File: src/source/decode_pkg.sv
// ---------------------------------------
// Decode stage package
// RV32I widths, instruction kinds, micro-op
// encodings and the decode to execute payload
// ---------------------------------------
package decode_pkg;

    localparam int xlen = 32;

    typedef logic [4:0]      reg_addr_t;
    typedef logic [xlen-1:0] word_t;

    // Major opcodes in instr[6:0]
    localparam logic [6:0] opc_lui    = 7'b0110111;
    localparam logic [6:0] opc_auipc  = 7'b0010111;
    localparam logic [6:0] opc_jal    = 7'b1101111;
    localparam logic [6:0] opc_jalr   = 7'b1100111;
    localparam logic [6:0] opc_branch = 7'b1100011;
    localparam logic [6:0] opc_load   = 7'b0000011;
    localparam logic [6:0] opc_store  = 7'b0100011;
    localparam logic [6:0] opc_op_imm = 7'b0010011;
    localparam logic [6:0] opc_op     = 7'b0110011;

    localparam logic [6:0] f7_zero    = 7'b0000000;
    localparam logic [6:0] f7_alt     = 7'b0100000; // SUB and SRA/SRAI

    // Groups are kept contiguous so the range checks below work
    typedef enum logic [5:0] {
        KIND_NONE, KIND_LUI, KIND_AUIPC, KIND_JAL, KIND_JALR,
        KIND_BEQ, KIND_BNE, KIND_BLT, KIND_BGE, KIND_BLTU, KIND_BGEU,
        KIND_LB, KIND_LH, KIND_LW, KIND_LBU, KIND_LHU,
        KIND_SB, KIND_SH, KIND_SW,
        KIND_ADDI, KIND_SLTI, KIND_SLTIU, KIND_XORI, KIND_ORI, KIND_ANDI,
        KIND_SLLI, KIND_SRLI, KIND_SRAI,
        KIND_ADD, KIND_SUB, KIND_SLL, KIND_SLT, KIND_SLTU,
        KIND_XOR, KIND_SRL, KIND_SRA, KIND_OR, KIND_AND
    } instr_kind_e;

    typedef enum logic [3:0] {
        ALU_NOP, ALU_ADD, ALU_SUB, ALU_AND, ALU_OR, ALU_XOR,
        ALU_SLL, ALU_SRL, ALU_SRA, ALU_SLT, ALU_SLTU
    } alu_op_e;

    typedef enum logic [3:0] {
        LSU_NONE, LSU_LB, LSU_LBU, LSU_LH, LSU_LHU, LSU_LW,
        LSU_SB, LSU_SH, LSU_SW
    } lsu_op_e;

    typedef enum logic [2:0] {
        CFU_NONE, CFU_BEQ, CFU_BNE, CFU_BLT, CFU_BGE, CFU_BLTU, CFU_BGEU, CFU_JAL
    } cfu_op_e;

    // ---------------------------------------
    // Decode to execute micro-op
    typedef struct packed {
        word_t     pc;
        word_t     opr_a;
        word_t     opr_b;
        word_t     opr_c;
        reg_addr_t rd;
        alu_op_e   alu_op;
        lsu_op_e   lsu_op;
        cfu_op_e   cfu_op;
        word_t     instr;   // Raw encoding for trace
    } ex_uop_t;

    // ---------------------------------------
    // Kind group tests
    function automatic logic is_branch(instr_kind_e k);
        return k inside {[KIND_BEQ:KIND_BGEU]};
    endfunction

    function automatic logic is_load(instr_kind_e k);
        return k inside {[KIND_LB:KIND_LHU]};
    endfunction

    function automatic logic is_store(instr_kind_e k);
        return k inside {[KIND_SB:KIND_SW]};
    endfunction

    function automatic logic is_alu_imm(instr_kind_e k);
        return k inside {[KIND_ADDI:KIND_SRAI]};
    endfunction

    function automatic logic is_alu_reg(instr_kind_e k);
        return k inside {[KIND_ADD:KIND_AND]};
    endfunction

endpackage
File: src/source/decode_stage.sv
// ---------------------------------------
// Decode and operand gather stage
// Top level of the RV32I decode pipeline slice
// ---------------------------------------
`timescale 1ns/1ps

module decode_stage import decode_pkg::*; (
    input  logic      g_clk,
    input  logic      rst_n,

    // Fetch side
    input  logic      s1_valid,
    input  word_t     s1_instr,
    input  word_t     s1_pc,
    input  word_t     s1_npc,
    output logic      s1_eat,

    // Redirect to fetch
    output logic      s1_cf_valid,
    input  logic      s1_cf_ack,
    output word_t     s1_cf_target,

    // Register file reads
    output reg_addr_t s1_rs1_addr,
    input  word_t     s1_rs1_data,
    output reg_addr_t s1_rs2_addr,
    input  word_t     s1_rs2_data,

    // Execute side
    output logic      s2_valid,
    input  logic      s2_ready,
    output ex_uop_t   s2_uop
);

    instr_kind_e kind;
    reg_addr_t   rd_addr;
    word_t       imm_b;
    word_t       imm_c;
    word_t       imm_j;
    ex_uop_t     n_uop;
    logic        is_jal;

    assign is_jal = (kind == KIND_JAL);   // Only JAL redirects at decode

    instr_match match_i (
        .instr    (s1_instr),
        .kind     (kind),
        .rs1_addr (s1_rs1_addr),
        .rs2_addr (s1_rs2_addr),
        .rd_addr  (rd_addr)
    );

    imm_gen imm_i (
        .instr (s1_instr),
        .kind  (kind),
        .imm_b (imm_b),
        .imm_c (imm_c),
        .imm_j (imm_j)
    );

    uop_encode encode_i (
        .kind     (kind),
        .instr    (s1_instr),
        .pc       (s1_pc),
        .npc      (s1_npc),
        .rs1_data (s1_rs1_data),
        .rs2_data (s1_rs2_data),
        .imm_b    (imm_b),
        .imm_c    (imm_c),
        .rd_addr  (rd_addr),
        .uop      (n_uop)
    );

    de_pipe_reg pipe_i (
        .g_clk        (g_clk),
        .rst_n        (rst_n),
        .s1_valid     (s1_valid),
        .is_jal       (is_jal),
        .jump_target  (imm_j),
        .s1_cf_ack    (s1_cf_ack),
        .s2_ready     (s2_ready),
        .n_uop        (n_uop),
        .s1_cf_valid  (s1_cf_valid),
        .s1_eat       (s1_eat),
        .s2_valid     (s2_valid),
        .s1_cf_target (s1_cf_target),
        .s2_uop       (s2_uop)
    );

endmodule

File: src/source/de_pipe_reg.sv
// ---------------------------------------
// Decode to execute pipeline register
// JAL redirect handshake, eat strobe and the
// registered micro-op
// ---------------------------------------
`timescale 1ns/1ps

module de_pipe_reg import decode_pkg::*; (
    input  logic    g_clk,
    input  logic    rst_n,
    input  logic    s1_valid,
    input  logic    is_jal,
    input  word_t   jump_target,     // J-immediate before adding the PC
    input  logic    s1_cf_ack,
    input  logic    s2_ready,
    input  ex_uop_t n_uop,
    output logic    s1_cf_valid,
    output logic    s1_eat,
    output logic    s2_valid,
    output word_t   s1_cf_target,
    output ex_uop_t s2_uop
);

    logic cf_wait;

    // ---------------------------------------
    // Control flow change from decode
    assign s1_cf_valid  = s1_valid && is_jal;
    assign s1_cf_target = n_uop.pc + jump_target;

    // Hold the JAL until fetch takes the redirect
    assign cf_wait = s1_cf_valid && !s1_cf_ack;

    // ---------------------------------------
    // Stage handshake
    assign s2_valid = s1_valid && !cf_wait;
    assign s1_eat   = s2_valid && s2_ready;   // High only on transfer

    always_ff @(posedge g_clk) begin
        if (!rst_n) begin
            s2_uop <= '0;
        end else if (s1_eat) begin
            s2_uop <= n_uop;
        end
    end

    // ---------------------------------------
    // Checks

    // A pending redirect keeps its request and target until acked
    cf_hold_a: assert property (
        @(posedge g_clk) disable iff (!rst_n)
        cf_wait |=> s1_cf_valid && $stable(s1_cf_target)
    ) else $error("de_pipe_reg: redirect request dropped before ack");

    // Execute payload only moves on a transfer edge
    uop_hold_a: assert property (
        @(posedge g_clk) disable iff (!rst_n)
        $past(rst_n) && !$past(s1_eat) |-> $stable(s2_uop)
    ) else $error("de_pipe_reg: s2_uop changed without a transfer");

endmodule

File: src/source/uop_encode.sv
// ---------------------------------------
// Micro-op encoder
// Picks operand sources and builds the ALU, LSU
// and CFU ops for the execute stage
// ---------------------------------------
`timescale 1ns/1ps

module uop_encode import decode_pkg::*; (
    input  instr_kind_e kind,
    input  word_t       instr,
    input  word_t       pc,
    input  word_t       npc,
    input  word_t       rs1_data,
    input  word_t       rs2_data,
    input  word_t       imm_b,
    input  word_t       imm_c,
    input  reg_addr_t   rd_addr,
    output ex_uop_t     uop
);

    logic sel_a_rs1;
    logic sel_a_pc;
    logic sel_b_rs2;
    logic sel_b_imm;
    logic sel_c_rs2;
    logic sel_c_imm;
    logic sel_c_npc;

    alu_op_e alu_op;
    lsu_op_e lsu_op;
    cfu_op_e cfu_op;

    // ---------------------------------------
    // Operand source selects
    assign sel_a_rs1 = is_branch(kind) || is_load(kind) || is_store(kind) ||
                       is_alu_imm(kind) || is_alu_reg(kind) || kind == KIND_JALR;
    assign sel_a_pc  = kind inside {KIND_JAL, KIND_AUIPC};

    assign sel_b_rs2 = is_branch(kind) || is_alu_reg(kind);
    assign sel_b_imm = (kind != KIND_NONE) && !sel_b_rs2;

    assign sel_c_rs2 = is_store(kind);          // Store data
    assign sel_c_imm = is_branch(kind);         // Branch offset
    assign sel_c_npc = kind inside {KIND_JAL, KIND_JALR};   // Link value

    // ---------------------------------------
    // ALU op
    always_comb begin
        case (kind)
            KIND_BEQ, KIND_BNE, KIND_BLT, KIND_BGE, KIND_BLTU, KIND_BGEU,
            KIND_SUB:
                alu_op = ALU_SUB;
            KIND_AUIPC, KIND_LB, KIND_LH, KIND_LW, KIND_LBU, KIND_LHU,
            KIND_SB, KIND_SH, KIND_SW, KIND_ADDI, KIND_ADD:
                alu_op = ALU_ADD;
            KIND_LUI, KIND_ORI, KIND_OR: alu_op = ALU_OR;   // LUI is 0 | imm
            KIND_ANDI, KIND_AND:         alu_op = ALU_AND;
            KIND_XORI, KIND_XOR:         alu_op = ALU_XOR;
            KIND_SLTI, KIND_SLT:         alu_op = ALU_SLT;
            KIND_SLTIU, KIND_SLTU:       alu_op = ALU_SLTU;
            KIND_SLLI, KIND_SLL:         alu_op = ALU_SLL;
            KIND_SRLI, KIND_SRL:         alu_op = ALU_SRL;
            KIND_SRAI, KIND_SRA:         alu_op = ALU_SRA;
            default:                     alu_op = ALU_NOP;  // Jumps and unknown
        endcase
    end

    // LSU op
    always_comb begin
        case (kind)
            KIND_LB:  lsu_op = LSU_LB;
            KIND_LBU: lsu_op = LSU_LBU;
            KIND_LH:  lsu_op = LSU_LH;
            KIND_LHU: lsu_op = LSU_LHU;
            KIND_LW:  lsu_op = LSU_LW;
            KIND_SB:  lsu_op = LSU_SB;
            KIND_SH:  lsu_op = LSU_SH;
            KIND_SW:  lsu_op = LSU_SW;
            default:  lsu_op = LSU_NONE;
        endcase
    end

    // CFU op, JALR shares the JAL encoding
    always_comb begin
        case (kind)
            KIND_BEQ:            cfu_op = CFU_BEQ;
            KIND_BNE:            cfu_op = CFU_BNE;
            KIND_BLT:            cfu_op = CFU_BLT;
            KIND_BGE:            cfu_op = CFU_BGE;
            KIND_BLTU:           cfu_op = CFU_BLTU;
            KIND_BGEU:           cfu_op = CFU_BGEU;
            KIND_JAL, KIND_JALR: cfu_op = CFU_JAL;
            default:             cfu_op = CFU_NONE;
        endcase
    end

    // ---------------------------------------
    // Micro-op assembly
    always_comb begin
        uop.pc     = pc;
        uop.opr_a  = {xlen{sel_a_rs1}} & rs1_data |
                     {xlen{sel_a_pc }} & pc;
        uop.opr_b  = {xlen{sel_b_rs2}} & rs2_data |
                     {xlen{sel_b_imm}} & imm_b;
        uop.opr_c  = {xlen{sel_c_rs2}} & rs2_data |
                     {xlen{sel_c_imm}} & imm_c    |
                     {xlen{sel_c_npc}} & npc;
        uop.rd     = rd_addr;
        uop.alu_op = alu_op;
        uop.lsu_op = lsu_op;
        uop.cfu_op = cfu_op;
        uop.instr  = instr;
    end

endmodule

File: src/source/imm_gen.sv
// ---------------------------------------
// Immediate generator
// Sign-extended immediates for operands B and C
// and the decode-stage jump target
// ---------------------------------------
`timescale 1ns/1ps

module imm_gen import decode_pkg::*; (
    input  word_t       instr,
    input  instr_kind_e kind,
    output word_t       imm_b,
    output word_t       imm_c,
    output word_t       imm_j
);

    word_t imm_i;
    word_t imm_s;
    word_t imm_br;
    word_t imm_u;
    word_t imm_shamt;

    // ---------------------------------------
    // Format immediates
    assign imm_i     = {{20{instr[31]}}, instr[31:20]};
    assign imm_s     = {{20{instr[31]}}, instr[31:25], instr[11:7]};
    assign imm_br    = {{19{instr[31]}}, instr[31], instr[7], instr[30:25],
                        instr[11:8], 1'b0};
    assign imm_u     = {instr[31:12], 12'b0};
    assign imm_shamt = {27'b0, instr[24:20]};   // Zero-extended shift amount

    assign imm_j = {{11{instr[31]}}, instr[31], instr[19:12], instr[20],
                    instr[30:21], 1'b0};

    // ---------------------------------------
    // Operand B immediate
    always_comb begin
        if (kind inside {KIND_SLLI, KIND_SRLI, KIND_SRAI}) begin
            imm_b = imm_shamt;
        end else if (is_load(kind) || is_alu_imm(kind) || kind == KIND_JALR) begin
            imm_b = imm_i;
        end else if (is_store(kind)) begin
            imm_b = imm_s;
        end else if (kind inside {KIND_LUI, KIND_AUIPC}) begin
            imm_b = imm_u;
        end else if (kind == KIND_JAL) begin
            imm_b = imm_j;
        end else begin
            imm_b = '0;
        end
    end

    // Branch offset rides on operand C
    assign imm_c = is_branch(kind) ? imm_br : '0;

endmodule

File: src/source/instr_match.sv
// ---------------------------------------
// Instruction matcher
// Names the RV32I instruction kind from the
// opcode, funct3 and funct7 fields
// ---------------------------------------
`timescale 1ns/1ps

module instr_match import decode_pkg::*; (
    input  word_t       instr,
    output instr_kind_e kind,
    output reg_addr_t   rs1_addr,
    output reg_addr_t   rs2_addr,
    output reg_addr_t   rd_addr
);

    logic [6:0] opcode;
    logic [2:0] funct3;
    logic [6:0] funct7;

    assign opcode = instr[6:0];
    assign funct3 = instr[14:12];
    assign funct7 = instr[31:25];

    // Register fields sit at fixed positions in every format
    assign rs1_addr = instr[19:15];
    assign rs2_addr = instr[24:20];
    assign rd_addr  = instr[11:7];

    always_comb begin
        kind = KIND_NONE;   // Anything unmatched
        case (opcode)
            opc_lui:   kind = KIND_LUI;
            opc_auipc: kind = KIND_AUIPC;
            opc_jal:   kind = KIND_JAL;
            opc_jalr:  kind = (funct3 == 3'b000) ? KIND_JALR : KIND_NONE;
            opc_branch: begin
                case (funct3)
                    3'b000:  kind = KIND_BEQ;
                    3'b001:  kind = KIND_BNE;
                    3'b100:  kind = KIND_BLT;
                    3'b101:  kind = KIND_BGE;
                    3'b110:  kind = KIND_BLTU;
                    3'b111:  kind = KIND_BGEU;
                    default: kind = KIND_NONE;
                endcase
            end
            opc_load: begin
                case (funct3)
                    3'b000:  kind = KIND_LB;
                    3'b001:  kind = KIND_LH;
                    3'b010:  kind = KIND_LW;
                    3'b100:  kind = KIND_LBU;
                    3'b101:  kind = KIND_LHU;
                    default: kind = KIND_NONE;
                endcase
            end
            opc_store: begin
                case (funct3)
                    3'b000:  kind = KIND_SB;
                    3'b001:  kind = KIND_SH;
                    3'b010:  kind = KIND_SW;
                    default: kind = KIND_NONE;
                endcase
            end
            opc_op_imm: begin
                case (funct3)
                    3'b000: kind = KIND_ADDI;
                    3'b010: kind = KIND_SLTI;
                    3'b011: kind = KIND_SLTIU;
                    3'b100: kind = KIND_XORI;
                    3'b110: kind = KIND_ORI;
                    3'b111: kind = KIND_ANDI;
                    // Shifts reuse funct7 and shamt[5] must be clear on RV32
                    3'b001: kind = (funct7 == f7_zero) ? KIND_SLLI : KIND_NONE;
                    3'b101: kind = (funct7 == f7_zero) ? KIND_SRLI :
                                   (funct7 == f7_alt)  ? KIND_SRAI : KIND_NONE;
                    default: kind = KIND_NONE;
                endcase
            end
            opc_op: begin
                if (funct7 == f7_zero) begin
                    case (funct3)
                        3'b000:  kind = KIND_ADD;
                        3'b001:  kind = KIND_SLL;
                        3'b010:  kind = KIND_SLT;
                        3'b011:  kind = KIND_SLTU;
                        3'b100:  kind = KIND_XOR;
                        3'b101:  kind = KIND_SRL;
                        3'b110:  kind = KIND_OR;
                        default: kind = KIND_AND;
                    endcase
                end else if (funct7 == f7_alt) begin
                    case (funct3)
                        3'b000:  kind = KIND_SUB;
                        3'b101:  kind = KIND_SRA;
                        default: kind = KIND_NONE;
                    endcase
                end
            end
            default: kind = KIND_NONE;
        endcase
    end

endmodule

File: config.mk
export PLATFORM = sky130hd
export DESIGN_NAME = decode_stage
export DESIGN_NICKNAME = d
export VERILOG_FILES = /design/src/source/decode_pkg.sv /design/src/source/decode_stage.sv /design/src/source/de_pipe_reg.sv /design/src/source/uop_encode.sv /design/src/source/imm_gen.sv /design/src/source/instr_match.sv
export SDC_FILE = /design/constraint.sdc
export NUM_CORES = 1
export LEC_CHECK = 0
export BUFFER_PORTS_ARGS = -buffer_cell sky130_fd_sc_hd__buf_2
export CORE_ASPECT_RATIO = 0.75
export CORE_UTILIZATION = 39
export CTS_BUF_LIST = sky130_fd_sc_hd__clkbuf_8
export CTS_CLUSTER_SIZE = 12
export DETAILED_ROUTE_END_ITERATION = 16
export PLACE_DENSITY = 0.66
export SLEW_MARGIN = 15
export SYNTH_ARGS = -nofsm -noshare
export SYNTH_HDL_FRONTEND = slang
export SYNTH_SLANG_ARGS = --single-unit
File: constraint.sdc
create_clock -name g_clk -period 7.81 [get_ports g_clk]
set_input_delay 2.343 -clock g_clk [delete_from_list [all_inputs] [get_ports g_clk]]
set_output_delay 2.343 -clock g_clk [all_outputs]
set_load 0.02 [all_outputs]
==> flow_metrics.tcl <==
set metrics [dict create \
    grt_max_degree 89 \
    reg2reg_depth 2 \
    post-route-drc-count 0 \
    rrSetupSlack_ns 6.92 \
    htree_levels 4 \
    regMostFlops "pipe_i.s2_uop" \
    synth_edf_count 0 \
    largest_reg_flops 171 \
    fmax_mhz 131 \
    synth_adder_area_share_pct 5.20 \
    drive_gt1_share_pct 32.5 \
    final_nets 1680 \
    synth.avg_cell_area_um2 8.31 \
    crit_path_start_kind "input pin" \
    die_x_um 182 \
    worst-path-max-fanout 2 \
    synthToLayoutAreaGrowth_pct 27.7 \
    setup.worst_path.end_class "output port" \
    drt_iter0_drc 1059 \
    drv_slew 0 \
    final.min_clock_period_ns 7.64 \
    critical_path_class "in2out" \
    grt.overflow.total 0 \
    final_core_util_pct 51.6 \
    relSlewSlack_pct 23.5 \
    synth_warnings 0 \
    vias 10300 \
    post_cts_buffers 0 \
    gp_congestion 0.970 \
    use_met3_pct 6.17 \
    tns_ns 0 \
    clk_latency_ns 0.48 \
    pin_count 386 \
    synth.top_cell.area_share_pct 36.3 \
    grt_usage_pct 28.5 \
    regToRegStartpoint "pipe_i.s2_uop[113]" \
    synth_top_family_by_area "compound AO/OA/AOI/OAI gates" \
    routedWlPerCell_um 20.5 \
    syn-num-nets 1337 \
    dieArea_mm2 0.0248 \
    initial_core_util_pct 40.4 \
    setup_viol 0 \
    synthTopCellsByCount "177 x nand2_1, 171 x dfxtp_1, 103 x a21oi_1" \
    antenna_found_initial 0 \
    synth_cell_types 72 \
    synth-seq-cells 171 \
    async_reset_ff_share_pct 0 \
    clock_skew_ns 0 \
    ir_drop_mv 0.101 \
    use_met1_pct 39.0 \
    outcome "finished, final reports clean" \
    fin_crit_sh_pct 97.8 \
    synth_compound_area_share_pct 34.4 \
    synth_area_leaders "dfxtp_1 36%, nand2_1 7.0%, a22o_1 6.1%, a21boi_0 5.5%, a21oi_1 5.5%" \
    busiest_layer "met2" \
    hold_violations 0 \
    synth_mux_area_share_pct 0 \
    maxCapViolCount 0 \
    worst_pin_slew_ns 1.15 \
    yosysSeqAreaShare_pct 36.3 \
    grt_pass1_vias 9362 \
    crit_slowest_cell "or3b_2" \
    synthFlopType "dfxtp_1" \
    coreArea_mm2 0.0234 \
    diodes 0 \
    cp_data_required_time_ns 5.47 \
    yosys.area_share.simple_pct 14.9 \
    regToRegEndpoint "pipe_i.s2_uop[113]" \
    hold_path.class "reg2reg" \
    crit_start "s1_instr[22]" \
    rows 48 \
    syn_inst 1135 \
    crit_path_end "s1_cf_target[28]" \
    p_leak_nw 5.52 \
    synth_largest_area_cell "dfxtp_1" \
    routed_wl_um 36700 \
    synth.cell_area_mm2 0.00943 \
    cts.sinks 171 \
    ant_nets 0 \
    cts_buffer_depth 2 \
    first_pass_iters 6 \
    crit_path_cell_trace "buf_2 -> ha_1 -> a211oi_1 -> o21ai_1 -> o41ai_1 -> buf_4 -> or3b_2 -> o41ai_4 -> o21ai_1 -> buf_4 -> a21oi_1 -> a21oi_1 -> xor2_1 -> buf_2" \
    crit_arrival_ns 5.30 \
    yosysMostFrequentCell "nand2_1" \
    top_regs "pipe_i.s2_uop: 171 flops" \
    grt_pass1_wl_um 54700 \
    port-buffer-count 385 \
    cts_tree "built" \
    hpwl_um 26800 \
    grt_use_met2_pct 44.6 \
    cpPeakStageDelay_ns 0.50 \
    cts_buffers 17 \
    fp.dieH_um 137 \
    power.density_mw_per_mm2 173 \
    root_buffer "clkbuf_8" \
    via_per_inst 5.77 \
    clk_pin_slew_ns 0.08 \
    synthXorXnorAreaFrac_pct 3.06 \
]
==> cell families (layout without fill, tap and decap cells) <==
kind of cell,Yosys count,in the layout
and+or+nand+nor,305,305
buffers and inverters,128,484
AOI/OAI and AO/OA,459,459
adders and majority gates,39,39
xor gates and xnor gates,33,33
DFF,171,171
==> repair_timing <==
action	CTS	global route
gates cloned	0	0
gates resized for setup	1	5
hold buffers	0	0
endpoints found under the setup margin	5	5
==> per-stage QoR <==
step           cell area (um2)  hold slack (ns)  total power, W  instances  worst slack [ns]
2_1_floorplan             9430            0.539         0.00122       1135             0.201
3_3_place_gp             11600            0.447         0.00142       1759         -0.000851
3_5_place_dp             11600            0.456         0.00143       1759           -0.0838
4_1_cts                  12000            0.467         0.00209       1791           0.00943
5_1_grt                  12000            0.487         0.00217       1791          -0.00610
6_report                 12000            0.463         0.00208       1791             0.169
==> cell type report <==
class / instances / area [um2]
Fill cell: 2247 / 11300
Multi-Input combinational cell: 836 / 5490
Sequential cell: 171 / 3420
Timing Repair Buffer: 430 / 2270
Tap cell: 300 / 375
Clock buffer: 19 / 262
Clock inverter: 13 / 144
Inverter: 22 / 85.1
==> worst min path at each step <==
stage / from / endpoint / slack, ns / cells past startpoint
after global placement: pipe_i.s2_uop[15] / pipe_i.s2_uop[15] / 0.45 / 2
final: pipe_i.s2_uop[33] / pipe_i.s2_uop[33] / 0.46 / 2
after floorplan: pipe_i.s2_uop[38] / pipe_i.s2_uop[38] / 0.54 / 2
after global routing: pipe_i.s2_uop[27] / pipe_i.s2_uop[27] / 0.49 / 2
after CTS: pipe_i.s2_uop[33] / pipe_i.s2_uop[33] / 0.47 / 2
after detailed placement: pipe_i.s2_uop[167] / pipe_i.s2_uop[167] / 0.46 / 2
==> worst max-delay path: cells and delay by family <==
family          cells  cell delay, ns
buf+inv             4            0.64
compound gates      7            1.36
simple gates        1            0.50
fa+ha+maj           1            0.30
xor+xnor            1            0.16
==> layer usage <==
metal	up-vias	wire length (um)
li1	4859	-
met1	4908	16400
met2	504	16900
met3	57	2730
met4	0	783
met5	-	0
==> power by group <==
group / switching [W] / leakage [nW] / internal, W / total (W)
clock network: 0.000360 / 0.205 / 0.000304 / 0.000664
logic: 0.000324 / 3.93 / 0.000178 / 0.000502
registers: 0.0000139 / 1.39 / 0.000901 / 0.000914
total: 0.000698 / 5.52 / 0.00138 / 0.00208
==> cell usage in the layout, fill, tap and decap left out, types with 9 or more instances in the layout <==
master	count
o21ai_0	73
a21oi_1	101
xor2_1	16
ha_1	36
buf_4	46
buf_2	384
a21boi_0	69
a222oi_1	11
a221oi_1	11
xnor2_1	17
nor2_1	28
a22oi_1	21
a221o_1	26
a22o_1	66
nand3_1	18
dfxtp_1	171
nor3_1	9
inv_1	21
nor2b_1	10
and2_1	10
clkbuf_8	19
nand2_1	177
a21o_1	18
Power figures use the tool's default switching activity.
